### src/rv_pkg.sv
`default_nettype none

package rv_pkg;

   localparam int xlen = 32;
   localparam int reg_count = 32;
   localparam int reg_addr_w = 5;

   // major opcodes
   localparam logic [6:0] opc_lui    = 7'b0110111;
   localparam logic [6:0] opc_auipc  = 7'b0010111;
   localparam logic [6:0] opc_jal    = 7'b1101111;
   localparam logic [6:0] opc_jalr   = 7'b1100111;
   localparam logic [6:0] opc_branch = 7'b1100011;
   localparam logic [6:0] opc_load   = 7'b0000011;
   localparam logic [6:0] opc_store  = 7'b0100011;
   localparam logic [6:0] opc_op_imm = 7'b0010011;
   localparam logic [6:0] opc_op     = 7'b0110011;

   // branch funct3
   localparam logic [2:0] f3_beq  = 3'b000;
   localparam logic [2:0] f3_bne  = 3'b001;
   localparam logic [2:0] f3_blt  = 3'b100;
   localparam logic [2:0] f3_bge  = 3'b101;
   localparam logic [2:0] f3_bltu = 3'b110;
   localparam logic [2:0] f3_bgeu = 3'b111;

   // load and store widths
   localparam logic [2:0] f3_lb  = 3'b000;
   localparam logic [2:0] f3_lh  = 3'b001;
   localparam logic [2:0] f3_lw  = 3'b010;
   localparam logic [2:0] f3_lbu = 3'b100;
   localparam logic [2:0] f3_lhu = 3'b101;
   localparam logic [2:0] f3_sb  = 3'b000;
   localparam logic [2:0] f3_sh  = 3'b001;
   localparam logic [2:0] f3_sw  = 3'b010;

   // integer ops, shared by op and op_imm
   localparam logic [2:0] f3_add  = 3'b000;
   localparam logic [2:0] f3_sll  = 3'b001;
   localparam logic [2:0] f3_slt  = 3'b010;
   localparam logic [2:0] f3_sltu = 3'b011;
   localparam logic [2:0] f3_xor  = 3'b100;
   localparam logic [2:0] f3_sr   = 3'b101;
   localparam logic [2:0] f3_or   = 3'b110;
   localparam logic [2:0] f3_and  = 3'b111;

   // M extension
   localparam logic [2:0] f3_mul    = 3'b000;
   localparam logic [2:0] f3_mulh   = 3'b001;
   localparam logic [2:0] f3_mulhsu = 3'b010;
   localparam logic [2:0] f3_mulhu  = 3'b011;
   localparam logic [2:0] f3_div    = 3'b100;
   localparam logic [2:0] f3_divu   = 3'b101;
   localparam logic [2:0] f3_rem    = 3'b110;
   localparam logic [2:0] f3_remu   = 3'b111;

   localparam logic [6:0] f7_base   = 7'b0000000;
   localparam logic [6:0] f7_alt    = 7'b0100000;
   localparam logic [6:0] f7_muldiv = 7'b0000001;

   // one flag per instruction, at most one set
   typedef struct packed {
      logic lui, auipc;
      logic jal, jalr;
      logic beq, bne, blt, bge, bltu, bgeu;
      logic lb, lh, lw, lbu, lhu;
      logic sb, sh, sw;
      logic addi, slti, sltiu, xori, ori, andi;
      logic slli, srli, srai;
      logic add, sub, sll, slt, sltu, i_xor;
      logic srl, sra, i_or, i_and;
      logic mul, mulh, mulhsu, mulhu;
      logic div, divu, rem, remu;
      logic [xlen-1:0] imm;
      logic [xlen-1:0] pc;
   } instr_t;

   typedef struct packed {
      logic [xlen-1:0] rs1;
      logic [xlen-1:0] rs2;
   } reg_pair_t;

endpackage

`default_nettype wire
### src/decode_if.sv
`default_nettype none

interface decode_if
   import rv_pkg::*;
   ();

   logic                  valid;
   instr_t                instr;
   logic [reg_addr_w-1:0] rs1_addr;
   logic [reg_addr_w-1:0] rs2_addr;
   logic [reg_addr_w-1:0] rd_addr;
   logic                  writes_rd;
   logic                  illegal;

   modport producer (
      output valid, instr, rs1_addr, rs2_addr, rd_addr, writes_rd, illegal
   );

   modport consumer (
      input valid, instr, rs1_addr, rs2_addr, rd_addr, writes_rd, illegal
   );

endinterface

`default_nettype wire

### src/reg_file.sv
`default_nettype none

module reg_file
   import rv_pkg::*;
   (
   input  logic                  clk,
   input  logic                  rst_n,
   decode_if.consumer            dec,
   input  logic                  wr_en,
   input  logic [reg_addr_w-1:0] wr_addr,
   input  logic [xlen-1:0]       wr_data,
   output reg_pair_t             operands
   );

   logic [xlen-1:0] regs [reg_count];

   always_ff @(posedge clk) begin
      if (!rst_n) begin
         for (int i = 0; i < reg_count; i++) begin
            regs[i] <= '0;
         end
      end else if (wr_en && (wr_addr != '0)) begin
         // x0 never written, stays zero from reset
         regs[wr_addr] <= wr_data;
      end
   end

   // combinational reads, a write on this edge is visible next cycle
   assign operands.rs1 = regs[dec.rs1_addr];
   assign operands.rs2 = regs[dec.rs2_addr];

endmodule

`default_nettype wire

### src/flat_wrapper.sv
// flat-port wrapper written by rule: the top's interface ports become plain ports
module reg_file_flat import rv_pkg::*;
  (clk, rst_n, wr_en, wr_addr, wr_data, operands, dec_valid, dec_instr, dec_rs1_addr, dec_rs2_addr, dec_rd_addr, dec_writes_rd, dec_illegal);
  decode_if dec_i ();
  input  logic clk;
  input  logic rst_n;
  input  logic wr_en;
  input  logic [reg_addr_w-1:0] wr_addr;
  input  logic [xlen-1:0] wr_data;
  output reg_pair_t operands;
  input wire logic [$bits(dec_i.valid)-1:0] dec_valid;
  input wire logic [$bits(dec_i.instr)-1:0] dec_instr;
  input wire logic [$bits(dec_i.rs1_addr)-1:0] dec_rs1_addr;
  input wire logic [$bits(dec_i.rs2_addr)-1:0] dec_rs2_addr;
  input wire logic [$bits(dec_i.rd_addr)-1:0] dec_rd_addr;
  input wire logic [$bits(dec_i.writes_rd)-1:0] dec_writes_rd;
  input wire logic [$bits(dec_i.illegal)-1:0] dec_illegal;
  assign dec_i.valid = dec_valid;
  assign dec_i.instr = dec_instr;
  assign dec_i.rs1_addr = dec_rs1_addr;
  assign dec_i.rs2_addr = dec_rs2_addr;
  assign dec_i.rd_addr = dec_rd_addr;
  assign dec_i.writes_rd = dec_writes_rd;
  assign dec_i.illegal = dec_illegal;
  reg_file u_core (.clk(clk), .rst_n(rst_n), .dec(dec_i), .wr_en(wr_en), .wr_addr(wr_addr), .wr_data(wr_data), .operands(operands));
endmodule
### config.mk
export PLATFORM = sky130hd
export DESIGN_NAME = reg_file_flat
export DESIGN_NICKNAME = d
export VERILOG_FILES = /design/src/rv_pkg.sv /design/src/decode_if.sv /design/src/reg_file.sv /design/src/flat_wrapper.sv
export SDC_FILE = /design/constraint.sdc
export NUM_CORES = 2
export LEC_CHECK = 0
export ABC_AREA = 1
export BUFFER_PORTS_ARGS = -buffer_cell sky130_fd_sc_hd__buf_2
export CAP_MARGIN = 15
export CORE_MARGIN = 5
export CORE_UTILIZATION = 50
export CTS_CLUSTER_DIAMETER = 40
export DETAILED_ROUTE_END_ITERATION = 8
export HOLD_SLACK_MARGIN = 0.08
export PLACE_DENSITY_LB_ADDON = 0.2
export REMOVE_ABC_BUFFERS = 1
export SYNTH_ARGS = -nofsm -noshare
export SYNTH_HDL_FRONTEND = slang
export SYNTH_SLANG_ARGS = --single-unit
### constraint.sdc
create_clock -name clk -period 2.85 [get_ports clk]
set_input_delay 0.1425 -clock clk [delete_from_list [all_inputs] [get_ports clk]]
set_output_delay 0.1425 -clock clk [all_outputs]
set_load 0.02 [all_outputs]
==> metrics.txt <==
status finished, final reports clean; # port buffers between 100 and 150; nets between 7000 and 8000; Least-Margin Pin Slew between 0.9 and 1 ns; Routed wire per std cell 24.4 um; Cell Area, Synth 0.0566 mm2; vias in the first global route 51100; Non-Filler Instances ~8700; multiplexer area fraction after synthesis 0%; Sw Share 27.1%; Synth Area per Inst about 7.9 um2; Internal around 31 mW; first-pass GRT wire length about 310000 um; Initial Util about half; most common cell after layout, fill and taps aside nand2_1; area delta synth->final 14.0%; Worst path slowest cell edfxtp_1; CTS tree yes; die extent in y 346 um; Synth Area in Simple Gates between 30% and 40%; max-cap violations 0; die area ~0.12 mm2; final antenna-violating net count 0; Gate Count Post-Synth just over 7000; Crit path top cell by count nand2_1; crit-path max FO 2; Sequential Power Share between 40% and 50%; largest net degree at the start of global routing ~130; switching pwr about 12 mW; XOR/XNOR Fraction of Synth Area 0%; WP buf/inv 1; Hold Path Class input pin to register; DRC violations left 0; post-DP HPWL ~120000 um; Die Wd around 350 um; max reg flops around 1000; Comb pwr share between 10% and 20%; Leak ~28 nW; CP required 2.71 ns; worst-path cell chain nand2_1, nand3_1, nand3_1, nand2_1, nand2_1, nand2_1, nand2_1, nand2_1, buf_2; Top reg by flops u_core.regs; Top Family by Delay on Critical Path simple AND/OR/NAND/NOR gates; initial antenna violation count 9; design area ~0.065 mm2; synth warn 0; Tmin final 2.50 ns; drt via density slightly above 6; GRT Overall Usage about a third; Final Cycle Share ~90%; crit path kind register to output pin; CTS Root Cell clkbuf_16; placed cell areas about 0.059 mm2; area fraction of the dominant cell type after synthesis 54.3%; Critical Path Max Stage Delay 0.34 ns; cell taking the most area after synthesis edfxtp_1; Ports around 230; total routed wirelength 213000 um; post-synthesis compound-gate area fraction 0%; clock power share between 40 and 50%; fillers 9885; num rows about 120; DP Cell Count ~8400; CTS sink count 1024; Max Slew Vio Count 0; startpoint types register; H-tree level count 4; CTS clock-pin slew for the worst setup and hold paths approximately 0.060 ns; RSZ-0062 raised after global routing false; grt ovf 0; count of cell types in the netlist 15; register area share after synthesis 54.3%; cell count along the critical path 9; clock buffer depth 3; Fin. Hold Viols 0; slew margin rel. roughly a third; layout cells sized above 1 8.85%; Largest regs u_core.regs (1024); DR iter-0 viols between 7000 and 8000; largest family of logic cells by synthesized area simple AND/OR/NAND/NOR gates; Crit. End Element output pin; Pwr Density roughly 660 mW/mm2; Final GP Congestion ~0.92; First-pass DRT Iterations 8; crit path DAT about 2.4 ns; Setup-failing EPs final 0; CTS Buf Count 153; leading cell types by total area after synthesis edfxtp_1 (54%), nand2_1 (20%), nand3_1 (14%), nor2_1 (6.6%), buf_2 (2.8%); most frequent cells in the layout nand2_1 (2896), nand3_1 (1537), edfxtp_1 (1024); Max Fclk around 0.40 GHz; WHS Path Cells 5; Adder-Cell Fraction of Synth Area 0%; vias ~53000; core area approximately 0.11 mm2; post-synthesis register bit count around 1000; Max VDD drop around 0.45 mV
power groups by stage:
stage	logic [mW]	registers [mW]	clock network, mW
global route	5.81	17.9	20.3
global placement	5.17	18.1	0
floorplan	2.77	18.0	0
detailed placement	5.23	18.1	0
finish	5.46	17.8	19.6
CTS	5.29	17.8	19.6
routing by layer:
layer	vias to the layer above	track usage (%)	share of wire [%]
met2	4145	52.6	44
met4	12	18.6	5.7
met1	24700	44.3	36
met5	-	0	0.034
li1	23500	-	-
met3	776	9.87	15
synthesized netlist by cell type:
| cell type | number |
|---|---|
| buf_1 | 39 |
| buf_2 | 313 |
| buf_4 | 79 |
| buf_6 | 10 |
| clkbuf_1 | 188 |
| conb_1 | 1 |
| edfxtp_1 | 1024 |
| inv_1 | 48 |
| inv_2 | 4 |
| inv_4 | 2 |
| nand2_1 | 2943 |
| nand3_1 | 1537 |
| nand4_1 | 4 |
| nor2_1 | 992 |
| nor3_1 | 7 |
metrics by stage:
stage | utilization (%) | TNS [ns] | setup WS, ns | total power, mW | hold slack (ns)
2_1_floorplan | - | -32.86 | -0.522 | 20.8 | 0.458
3_3_place_gp | 52.4 | 0 | 0.567 | 23.2 | 0.739
3_5_place_dp | 52.4 | 0 | 0.584 | 23.3 | 0.747
4_1_cts | 57.4 | 0 | 0.438 | 42.7 | 0.150
5_1_grt | 57.4 | 0 | 0.284 | 44.0 | 0.199
6_report | 57.4 | 0 | 0.352 | 42.9 | 0.184
layout make-up:
type | instances | area (um2) | share of cell area [%]
Sequential cell | 1024 | 30700 | 47.6
Multi-Input combinational cell | 5515 | 22800 | 35.3
Clock buffer | 175 | 4080 | 6.32
Timing Repair Buffer | 369 | 3590 | 5.56
Tap cell | 1500 | 1880 | 2.91
Clock inverter | 107 | 1230 | 1.90
Inverter | 54 | 260 | 0.403
Antenna cell | 2 | 5.00 | 0.00775
kinds of logic after synthesis:
logic type	after synthesis
and+or+nand+nor	5483
other	1
buffers and inverters	683
DFF	1024
path summary, 6_finish.rpt:
kind                                               from                           endpoint  slack (ns)
worst max-delay path  u_core.regs[29][18]$_SDFFCE_PN0P_                       operands[50]        0.35
worst min-delay path                         wr_addr[2]  u_core.regs[11][28]$_SDFFCE_PN0P_        0.18
repair_timing:
item / 4_1_cts / 5_1_grt
hold buffers: 32 / 0
hold endpoints to repair: 972 / 0
gates resized for setup: 0 / 0
setup buffers: 0 / 0
worst min-delay path, cell delays in order:
cell and delay (ns):
buf_2 0.11, nor3_1 0.09, nand2_1 0.11, nand2_2 0.07
buf_12 0.21
Power figures use the tool's default switching activity.
