File: config.mk
export PLATFORM = sky130hd
export DESIGN_NAME = instr_decoder_flat
export DESIGN_NICKNAME = d
export VERILOG_FILES = /design/src/rv_pkg.sv /design/src/decode_if.sv /design/src/instr_decoder.sv /design/src/flat_wrapper.sv
export SDC_FILE = /design/constraint.sdc
export NUM_CORES = 1
export LEC_CHECK = 0
export BUFFER_PORTS_ARGS = -buffer_cell sky130_fd_sc_hd__buf_4
export CAP_MARGIN = 10
export CORE_MARGIN = 2
export CORE_UTILIZATION = 42
export CTS_CLUSTER_DIAMETER = 50
export DETAILED_ROUTE_END_ITERATION = 16
export PLACE_DENSITY = 0.79
export SYNTH_ARGS = -nofsm -noshare
export SYNTH_HDL_FRONTEND = slang
export SYNTH_SLANG_ARGS = --single-unit
File: constraint.sdc
create_clock -name clk -period 2.9 [get_ports clk]
set_input_delay 0.29 -clock clk [delete_from_list [all_inputs] [get_ports clk]]
set_output_delay 0.29 -clock clk [all_outputs]
set_load 0.01 [all_outputs]
File: src/rv_pkg.sv
`default_nettype none

package rv_pkg;

   localparam int xlen = 32;
   localparam int reg_count = 32;
   localparam int reg_addr_w = 5;

   // major opcodes
   localparam logic [6:0] opc_lui    = 7'b0110111;
   localparam logic [6:0] opc_auipc  = 7'b0010111;
   localparam logic [6:0] opc_jal    = 7'b1101111;
   localparam logic [6:0] opc_jalr   = 7'b1100111;
   localparam logic [6:0] opc_branch = 7'b1100011;
   localparam logic [6:0] opc_load   = 7'b0000011;
   localparam logic [6:0] opc_store  = 7'b0100011;
   localparam logic [6:0] opc_op_imm = 7'b0010011;
   localparam logic [6:0] opc_op     = 7'b0110011;

   // branch funct3
   localparam logic [2:0] f3_beq  = 3'b000;
   localparam logic [2:0] f3_bne  = 3'b001;
   localparam logic [2:0] f3_blt  = 3'b100;
   localparam logic [2:0] f3_bge  = 3'b101;
   localparam logic [2:0] f3_bltu = 3'b110;
   localparam logic [2:0] f3_bgeu = 3'b111;

   // load and store widths
   localparam logic [2:0] f3_lb  = 3'b000;
   localparam logic [2:0] f3_lh  = 3'b001;
   localparam logic [2:0] f3_lw  = 3'b010;
   localparam logic [2:0] f3_lbu = 3'b100;
   localparam logic [2:0] f3_lhu = 3'b101;
   localparam logic [2:0] f3_sb  = 3'b000;
   localparam logic [2:0] f3_sh  = 3'b001;
   localparam logic [2:0] f3_sw  = 3'b010;

   // integer ops, shared by op and op_imm
   localparam logic [2:0] f3_add  = 3'b000;
   localparam logic [2:0] f3_sll  = 3'b001;
   localparam logic [2:0] f3_slt  = 3'b010;
   localparam logic [2:0] f3_sltu = 3'b011;
   localparam logic [2:0] f3_xor  = 3'b100;
   localparam logic [2:0] f3_sr   = 3'b101;
   localparam logic [2:0] f3_or   = 3'b110;
   localparam logic [2:0] f3_and  = 3'b111;

   // M extension
   localparam logic [2:0] f3_mul    = 3'b000;
   localparam logic [2:0] f3_mulh   = 3'b001;
   localparam logic [2:0] f3_mulhsu = 3'b010;
   localparam logic [2:0] f3_mulhu  = 3'b011;
   localparam logic [2:0] f3_div    = 3'b100;
   localparam logic [2:0] f3_divu   = 3'b101;
   localparam logic [2:0] f3_rem    = 3'b110;
   localparam logic [2:0] f3_remu   = 3'b111;

   localparam logic [6:0] f7_base   = 7'b0000000;
   localparam logic [6:0] f7_alt    = 7'b0100000;
   localparam logic [6:0] f7_muldiv = 7'b0000001;

   // one flag per instruction, at most one set
   typedef struct packed {
      logic lui, auipc;
      logic jal, jalr;
      logic beq, bne, blt, bge, bltu, bgeu;
      logic lb, lh, lw, lbu, lhu;
      logic sb, sh, sw;
      logic addi, slti, sltiu, xori, ori, andi;
      logic slli, srli, srai;
      logic add, sub, sll, slt, sltu, i_xor;
      logic srl, sra, i_or, i_and;
      logic mul, mulh, mulhsu, mulhu;
      logic div, divu, rem, remu;
      logic [xlen-1:0] imm;
      logic [xlen-1:0] pc;
   } instr_t;

   typedef struct packed {
      logic [xlen-1:0] rs1;
      logic [xlen-1:0] rs2;
   } reg_pair_t;

endpackage

`default_nettype wire
File: src/decode_if.sv
`default_nettype none

interface decode_if
   import rv_pkg::*;
   ();

   logic                  valid;
   instr_t                instr;
   logic [reg_addr_w-1:0] rs1_addr;
   logic [reg_addr_w-1:0] rs2_addr;
   logic [reg_addr_w-1:0] rd_addr;
   logic                  writes_rd;
   logic                  illegal;

   modport producer (
      output valid, instr, rs1_addr, rs2_addr, rd_addr, writes_rd, illegal
   );

   modport consumer (
      input valid, instr, rs1_addr, rs2_addr, rd_addr, writes_rd, illegal
   );

endinterface

`default_nettype wire

File: src/instr_decoder.sv
`default_nettype none

module instr_decoder
   import rv_pkg::*;
   (
   input  logic            clk,
   input  logic            rst_n,
   input  logic            issue,
   input  logic [xlen-1:0] instr_word,
   input  logic [xlen-1:0] pc,
   decode_if.producer      dec
   );

   logic            valid_q;
   logic [xlen-1:0] word_q;
   logic [xlen-1:0] pc_q;

   logic [6:0]            opcode;
   logic [2:0]            f3;
   logic [6:0]            f7;
   logic [reg_addr_w-1:0] rd;
   logic [xlen-1:0]       imm_i;
   logic [xlen-1:0]       imm_s;
   logic [xlen-1:0]       imm_b;
   logic [xlen-1:0]       imm_u;
   logic [xlen-1:0]       imm_j;

   instr_t d;
   logic   ill;
   logic   wr;

   always_ff @(posedge clk) begin
      if (!rst_n) begin
         valid_q <= 1'b0;
      end else begin
         valid_q <= issue;
      end
   end

   always_ff @(posedge clk) begin
      if (issue) begin
         word_q <= instr_word;
         pc_q   <= pc;
      end
   end

   assign opcode = word_q[6:0];
   assign rd     = word_q[11:7];
   assign f3     = word_q[14:12];
   assign f7     = word_q[31:25];

   // sign-extended immediates per format
   assign imm_i = {{20{word_q[31]}}, word_q[31:20]};
   assign imm_s = {{20{word_q[31]}}, word_q[31:25], word_q[11:7]};
   assign imm_b = {{19{word_q[31]}}, word_q[31], word_q[7], word_q[30:25],
                   word_q[11:8], 1'b0};
   assign imm_u = {word_q[31:12], 12'b0};
   assign imm_j = {{11{word_q[31]}}, word_q[31], word_q[19:12], word_q[20],
                   word_q[30:21], 1'b0};

   always_comb begin
      d     = '0;
      d.pc  = pc_q;
      ill   = 1'b0;
      wr    = 1'b0;
      case (opcode)
         opc_lui: begin
            d.lui = 1'b1;
            d.imm = imm_u;
            wr    = 1'b1;
         end
         opc_auipc: begin
            d.auipc = 1'b1;
            d.imm   = imm_u;
            wr      = 1'b1;
         end
         opc_jal: begin
            d.jal = 1'b1;
            d.imm = imm_j;
            wr    = 1'b1;
         end
         opc_jalr: begin
            d.jalr = (f3 == 3'b000);
            ill    = (f3 != 3'b000);
            d.imm  = imm_i;
            wr     = 1'b1;
         end
         opc_branch: begin
            d.imm  = imm_b;
            d.beq  = (f3 == f3_beq);
            d.bne  = (f3 == f3_bne);
            d.blt  = (f3 == f3_blt);
            d.bge  = (f3 == f3_bge);
            d.bltu = (f3 == f3_bltu);
            d.bgeu = (f3 == f3_bgeu);
            ill    = (f3 == 3'b010) || (f3 == 3'b011);
         end
         opc_load: begin
            d.imm = imm_i;
            d.lb  = (f3 == f3_lb);
            d.lh  = (f3 == f3_lh);
            d.lw  = (f3 == f3_lw);
            d.lbu = (f3 == f3_lbu);
            d.lhu = (f3 == f3_lhu);
            ill   = (f3 == 3'b011) || (f3 == 3'b110) || (f3 == 3'b111);
            wr    = 1'b1;
         end
         opc_store: begin
            d.imm = imm_s;
            d.sb  = (f3 == f3_sb);
            d.sh  = (f3 == f3_sh);
            d.sw  = (f3 == f3_sw);
            ill   = (f3[2] || f3 == 3'b011);
         end
         opc_op_imm: begin
            d.imm   = imm_i;
            wr      = 1'b1;
            d.addi  = (f3 == f3_add);
            d.slti  = (f3 == f3_slt);
            d.sltiu = (f3 == f3_sltu);
            d.xori  = (f3 == f3_xor);
            d.ori   = (f3 == f3_or);
            d.andi  = (f3 == f3_and);
            d.slli  = (f3 == f3_sll) && (f7 == f7_base);
            d.srli  = (f3 == f3_sr) && (f7 == f7_base);
            d.srai  = (f3 == f3_sr) && (f7 == f7_alt);
            // shift immediates only allow the base or alt funct7
            ill     = (f3 == f3_sll && f7 != f7_base) ||
                      (f3 == f3_sr && f7 != f7_base && f7 != f7_alt);
         end
         opc_op: begin
            wr = 1'b1;
            case (f7)
               f7_base: begin
                  d.add   = (f3 == f3_add);
                  d.sll   = (f3 == f3_sll);
                  d.slt   = (f3 == f3_slt);
                  d.sltu  = (f3 == f3_sltu);
                  d.i_xor = (f3 == f3_xor);
                  d.srl   = (f3 == f3_sr);
                  d.i_or  = (f3 == f3_or);
                  d.i_and = (f3 == f3_and);
               end
               f7_alt: begin
                  d.sub = (f3 == f3_add);
                  d.sra = (f3 == f3_sr);
                  ill   = (f3 != f3_add) && (f3 != f3_sr);
               end
               f7_muldiv: begin
                  d.mul    = (f3 == f3_mul);
                  d.mulh   = (f3 == f3_mulh);
                  d.mulhsu = (f3 == f3_mulhsu);
                  d.mulhu  = (f3 == f3_mulhu);
                  d.div    = (f3 == f3_div);
                  d.divu   = (f3 == f3_divu);
                  d.rem    = (f3 == f3_rem);
                  d.remu   = (f3 == f3_remu);
               end
               default: ill = 1'b1;
            endcase
         end
         default: ill = 1'b1;
      endcase
   end

   assign dec.valid     = valid_q;
   assign dec.instr     = d;
   assign dec.rs1_addr  = word_q[19:15];
   assign dec.rs2_addr  = word_q[24:20];
   assign dec.rd_addr   = rd;
   assign dec.writes_rd = wr && !ill && (rd != '0);
   assign dec.illegal   = ill;

endmodule

`default_nettype wire

File: src/flat_wrapper.sv
// flat-port wrapper written by rule: the top's interface ports become plain ports
module instr_decoder_flat import rv_pkg::*;
  (clk, rst_n, issue, instr_word, pc, dec_valid, dec_instr, dec_rs1_addr, dec_rs2_addr, dec_rd_addr, dec_writes_rd, dec_illegal);
  decode_if dec_i ();
  input  logic clk;
  input  logic rst_n;
  input  logic issue;
  input  logic [xlen-1:0] instr_word;
  input  logic [xlen-1:0] pc;
  output wire logic [$bits(dec_i.valid)-1:0] dec_valid;
  output wire logic [$bits(dec_i.instr)-1:0] dec_instr;
  output wire logic [$bits(dec_i.rs1_addr)-1:0] dec_rs1_addr;
  output wire logic [$bits(dec_i.rs2_addr)-1:0] dec_rs2_addr;
  output wire logic [$bits(dec_i.rd_addr)-1:0] dec_rd_addr;
  output wire logic [$bits(dec_i.writes_rd)-1:0] dec_writes_rd;
  output wire logic [$bits(dec_i.illegal)-1:0] dec_illegal;
  assign dec_valid = dec_i.valid;
  assign dec_instr = dec_i.instr;
  assign dec_rs1_addr = dec_i.rs1_addr;
  assign dec_rs2_addr = dec_i.rs2_addr;
  assign dec_rd_addr = dec_i.rd_addr;
  assign dec_writes_rd = dec_i.writes_rd;
  assign dec_illegal = dec_i.illegal;
  instr_decoder u_core (.clk(clk), .rst_n(rst_n), .issue(issue), .instr_word(instr_word), .pc(pc), .dec(dec_i));
endmodule
==> flow_metrics.py, run 1 <==
metrics = {
    "grt": {
        "grt_pass1_wl_um": 12900,
        "overflow": 0,
        "grt_start_max_net_pins": 66,
        "antenna_found_initial": 0,
        "grt_usage_pct": 22.0,
        "grt_pass1_vias": 2614,
    },
    "synth": {
        "syn_nets": 323,
        "syn_inst": 256,
        "async_reset_ff_share_pct": 0,
        "syn_avg_cell_area_um2": 11.9,
        "ys_types": 39,
        "synth-seq-cells": 65,
        "synthesis.area_um2": 3060,
        "yosysWarnings": 0,
        "synth-main-ff-cell": "edfxtp_1",
        "synth_edf_count": 64,
        "synth-seq-area-share_pct": 63.5,
    },
    "sta": {
        "worst_pin_slew_ns": 0.819,
        "setup_violations": 0,
        "setup_ws_ns": 0.0244,
        "fmax_mhz": 348,
        "max_slew_margin_pct": 45.2,
        "finalSetupTns_ns": 0,
        "finalHoldViolCount": 0,
        "period_minus_slack_ns": 2.88,
        "slew_viol_final": 0,
        "fin_hold_ws_ns": 0.134,
        "post-route-period-util_pct": 99.2,
    },
    "floorplan": {
        "start_util_pct": 42.9,
        "io_pins": 194,
        "die_area_um2": 7980,
        "die-height_um": 89.3,
        "std_cell_rows": 31,
        "dieWidth_um": 89.3,
        "core_area_um2": 7140,
    },
    "detailed_routing": {
        "drt_iter0_drc": 122,
        "drt-total-wl_um": 9220,
        "drt-vias-per-instance": 4.95,
        "ant_nets": 0,
        "routedWlPerCell_um": 16.9,
        "first_pass_iters": 4,
        "drc_errors": 0,
        "vias": 2700,
    },
    "layout": {
        "syn_to_final_growth_pct": 57.2,
        "drive_above_1_share_pct": 51.8,
        "antennaDiodeCount": 0,
        "nNetsFinal": 508,
    },
    "setup_path": {
        "worstPathArrival_ns": 2.59,
        "required_ns": 2.61,
        "cp-start-kind": "flop",
        "crit_type": "reg -> out",
        "endpoint_kind": "output pin",
        "cp_max_fo": 2,
        "startpoint": "u_core.word_q[26]$_DFFE_PP_",
    },
    "clocking": {
        "cts_tree": "yes",
        "cts.sinks": 65,
        "clk_path_buf_depth": 2,
        "cts_made_buffers": 9,
        "postCtsHoldBufs": 0,
        "htreeDepth": 3,
        "clkTransAtPathRegs_ns": 0.07,
        "cts_root_buf": "clkbuf_8",
    },
    "hold_path": {
        "whs_endpoint": "u_core.pc_q[12]$_DFFE_PP_",
        "holdCritPathClass": "in -> reg",
        "min_path_cells": 1,
        "hp-start": "pc[12]",
    },
    "pwr": {
        "p_per_area_nw_per_um2": 504,
        "vdd_drop_max_v": 0.000595,
        "leakage_nw": 2.24,
    },
    "place": {
        "io_buffers": 193,
        "hpwl_um": 6880,
        "post-place-ws_ns": 0.244,
        "place_congestion": 0.803,
    },
    "flow_run": {
        "cap_violations": 0,
    },
    "run_status": {
        "outcome": "finished clean",
    },
}
[sequential cells by signal (all words and copies together), names as in the netlist]
| signal | cells |
|---|---|
| u_core.pc_q | 32 |
| u_core.word_q | 32 |
| u_core.dec.valid | 1 |
[Yosys cell counts, types with 3 or more instances]
master	number	area, um2
nand2_1	8	30.0
nor3_1	15	75.1
and2_1	5	31.3
nand3b_1	4	30.0
nand3_1	6	30.0
a22o_1	5	43.8
or4_1	4	30.0
clkbuf_1	16	60.1
and3_1	3	18.8
buf_4	15	113
nand2b_1	6	37.5
inv_1	3	11.3
or2_2	5	31.3
o21ai_0	3	15.0
a21o_1	19	143
edfxtp_1	64	1920
nor2b_1	10	62.6
nor2_1	39	146
[worst max-delay path by stage]
| stage | to | cells after the start |
|---|---|---|
| after floorplan | dec_illegal | 4 |
| after global placement | dec_illegal | 5 |
| after detailed placement | dec_illegal | 5 |
| after CTS | dec_illegal | 5 |
| after global routing | dec_instr[73] | 6 |
| final | dec_illegal | 5 |
[per-stage QoR]
step / utilization (%) / cells / power, mW / area, um2
finish: 67.4 / 545 / 2.43 / 4810
global placement: 63.2 / 524 / 1.50 / 4510
global route: 67.4 / 545 / 2.50 / 4810
detailed placement: 63.2 / 524 / 1.51 / 4510
floorplan: - / 256 / 1.31 / 3060
CTS: 66.9 / 543 / 2.44 / 4780
[where the power goes]
group | internal (mW) | total [mW] | switching, mW
Combinational | 0.186 | 0.338 | 0.151
Clock | 0.576 | 0.918 | 0.342
Sequential | 1.12 | 1.17 | 0.0531
Total | 1.88 | 2.43 | 0.547
[cell type report]
class | count | area [um2]
fillers | 559 | 2330
flip-flops and latches | 65 | 1940
repair buffers | 205 | 1540
multi-input cells | 157 | 947
clock buffers | 10 | 128
well taps | 99 | 124
clock inverters | 6 | 115
inverters | 3 | 11.3
[layout by cell type, fill, tap and decap left out, types with 2 or more instances in the layout]
cell type  instances
a22o_1             5
o21ai_0            3
buf_4            204
nand3_1            6
or4_1              4
a21o_1            19
and2_1             5
nand2b_1           6
nor3_1            15
nand3b_1           4
inv_1              3
edfxtp_1          64
clkbuf_8           9
nor2b_1            9
a21oi_1            2
and3_1             3
nand4b_1           2
or2_2              5
o22ai_1            2
bufinv_16          3
and4b_1            2
nand2_1            8
nor2_1            39
[logic make-up after synthesis]
| family | synth area share, % |
|---|---|
| AND/OR/NAND/NOR | 20.2 |
| flip-flops | 63.5 |
| AO/OA/AOI/OAI | 9.28 |
| buffers and inverters | 6.01 |
| multiplexers | 0.695 |
| XOR/XNOR | 0.286 |
[routing by layer]
metal / wire (um) / up-vias / track usage [%]
met3: 1050 / 12 / 9.79
met5: 0 / - / 0
met4: 145 / 0 / 9.36
met1: 3220 / 1258 / 22.9
li1: - / 1289 / -
met2: 4810 / 141 / 38.6
[worst max-delay path, stage by stage, from the launching register on]
cell,delay [ns]
edfxtp_1,0.40
or4_4,0.57
or4_1,0.40
a311o_1,0.39
or3_4,0.37
buf_6,0.13
[what timing repair did]
action,CTS,global route
buffers inserted,3,2
pin swaps,2,4
setup endpoints to repair,1,25
gates resized for setup,0,4
No activity file was read; power rests on OpenSTA's default activity.
==> run 2: changes to the inputs <==
clock period = 3.1 ns   (was 2.9 ns; I/O delays follow)
==> run 2 against run 1 <==
- non-clock buffer count is 7 lower
- first-iteration DRC count increased by 12%
- combinational power shrank 12%
- routed wire length is 4.0% lower
- largest power group unchanged
- critical path depth did not move
- count of clock-buffer cells in the layout down 1
- global-route usage fell by 0.67 points
- utilization fell by 1.3 points
- cell area fell by 2.0%
- critical path type unchanged
==> flow_metrics.py, run 2 (same netlist as run 1, synthesis figures left out) <==
metrics = {
    "floorplan": {
        "start_util_pct": 42.9,
        "std_cell_rows": 31,
        "die_area_um2": 7980,
        "core_area_um2": 7140,
        "dieWidth_um": 89.3,
        "io_pins": 194,
        "die-height_um": 89.3,
    },
    "clocking": {
        "clk_path_buf_depth": 2,
        "cts_made_buffers": 9,
        "htreeDepth": 3,
        "cts_root_buf": "clkbuf_8",
        "clkTransAtPathRegs_ns": 0.07,
        "cts_tree": "yes",
        "cts_setup_buffers": 0,
        "ctsResizeCount": 0,
        "cts.sinks": 65,
        "postCtsHoldBufs": 0,
    },
    "setup_path": {
        "crit_type": "reg -> out",
        "cp-start-kind": "flop",
        "cp_max_fo": 3,
        "endpoint_kind": "output pin",
        "worstPathArrival_ns": 2.65,
        "required_ns": 2.79,
    },
    "detailed_routing": {
        "vias": 2653,
        "ant_nets": 0,
        "drt-vias-per-instance": 4.93,
        "first_pass_iters": 4,
        "drt_iter0_drc": 137,
        "drc_errors": 0,
        "drt-total-wl_um": 8850,
        "routedWlPerCell_um": 16.5,
    },
    "pwr": {
        "vdd_drop_max_v": 0.000390,
        "p_per_area_nw_per_um2": 459,
        "leakage_nw": 2.19,
        "total_power_mw": 2.16,
    },
    "place": {
        "io_buffers": 193,
        "place_congestion": 0.788,
        "placed_area_um2": 4490,
        "hpwl_um": 6840,
        "post-place-ws_ns": 0.419,
    },
    "grt": {
        "grt_start_max_net_pins": 66,
        "grt_pass1_vias": 2532,
        "grt_pass1_wl_um": 12500,
        "gr-usage-met2_pct": 36.8,
        "overflow": 0,
        "grtUsageMet1_pct": 22.2,
        "antenna_found_initial": 0,
        "grt_usage_pct": 21.4,
        "gr-max-usage-layer": "met2",
        "use_met3_pct": 10.8,
    },
    "hold_path": {
        "hp-start": "pc[11]",
        "min_path_cells": 1,
        "holdCritPathClass": "in -> reg",
        "whs_endpoint": "u_core.pc_q[11]$_DFFE_PP_",
    },
    "sta": {
        "setup_ws_ns": 0.143,
        "worst_pin_slew_ns": 0.819,
        "period_minus_slack_ns": 2.96,
        "max_slew_margin_pct": 45.3,
        "finalHoldViolCount": 0,
        "rsz0062_at_grt": "false",
        "fmax_mhz": 338,
        "post-route-period-util_pct": 95.4,
        "setup_violations": 0,
        "finalSetupTns_ns": 0,
        "slew_viol_final": 0,
    },
    "layout": {
        "postLayoutCellArea_um2": 4720,
        "final_cell_mix": "buf_4, edfxtp_1, nor2_1",
        "antennaDiodeCount": 0,
        "layout_commonest_cell": "buf_4",
        "syn_to_final_growth_pct": 54.2,
        "fillers": 544,
        "drive_above_1_share_pct": 50.6,
        "nNetsFinal": 501,
    },
    "flow_run": {
        "cap_violations": 0,
    },
    "run_status": {
        "outcome": "finished clean",
    },
}
[run 2: per-stage QoR]
stage	cells	hold WS [ns]	util, %
2_1_floorplan	256	0.409	-
3_3_place_gp	521	0.488	62.9
3_5_place_dp	521	0.489	62.9
4_1_cts	537	0.131	66.0
5_1_grt	538	0.127	66.1
6_report	538	0.146	66.1
[run 2: critical path: stages, from the launching register on]
cell and delay (ns):
edfxtp_1 0.41, or4_4 0.58, or4_1 0.50, a311o_1 0.30, or3_1 0.37, buf_4 0.15
[run 2: worst max path at each step]
stage	start	end	slack (ns)	depth (start not counted)
floorplan	u_core.word_q[26]$_DFFE_PP_	dec_illegal	0.63	4
global placement	u_core.word_q[26]$_DFFE_PP_	dec_illegal	0.44	5
detailed placement	u_core.word_q[26]$_DFFE_PP_	dec_illegal	0.42	5
CTS	u_core.word_q[26]$_DFFE_PP_	dec_illegal	0.05	5
global route	u_core.word_q[2]$_DFFE_PP_	dec_instr[54]	0.02	7
finish	u_core.word_q[29]$_DFFE_PP_	dec_illegal	0.14	5
[run 2: metal layers]
layer / wire, um / share of wire, %
met5: 0 / 0
met4: 130 / 1.5
met3: 1050 / 12
met2: 4490 / 51
met1: 3190 / 36
[run 2: power by group]
group | switching [mW] | internal, mW
combinational | 0.133 | 0.164
sequential | 0.0531 | 1.04
clock | 0.317 | 0.452
[run 2: final cells by class]
type                            instances  area (um2)  share of cell area [%]
Clock buffer                            9         124                    2.63
Clock inverter                          7        95.1                    2.02
Inverter                                3        11.3                   0.239
Multi-Input combinational cell        157         933                    19.8
Sequential cell                        65        1940                    41.2
Tap cell                               99         124                    2.63
Timing Repair Buffer                  198        1490                    31.5
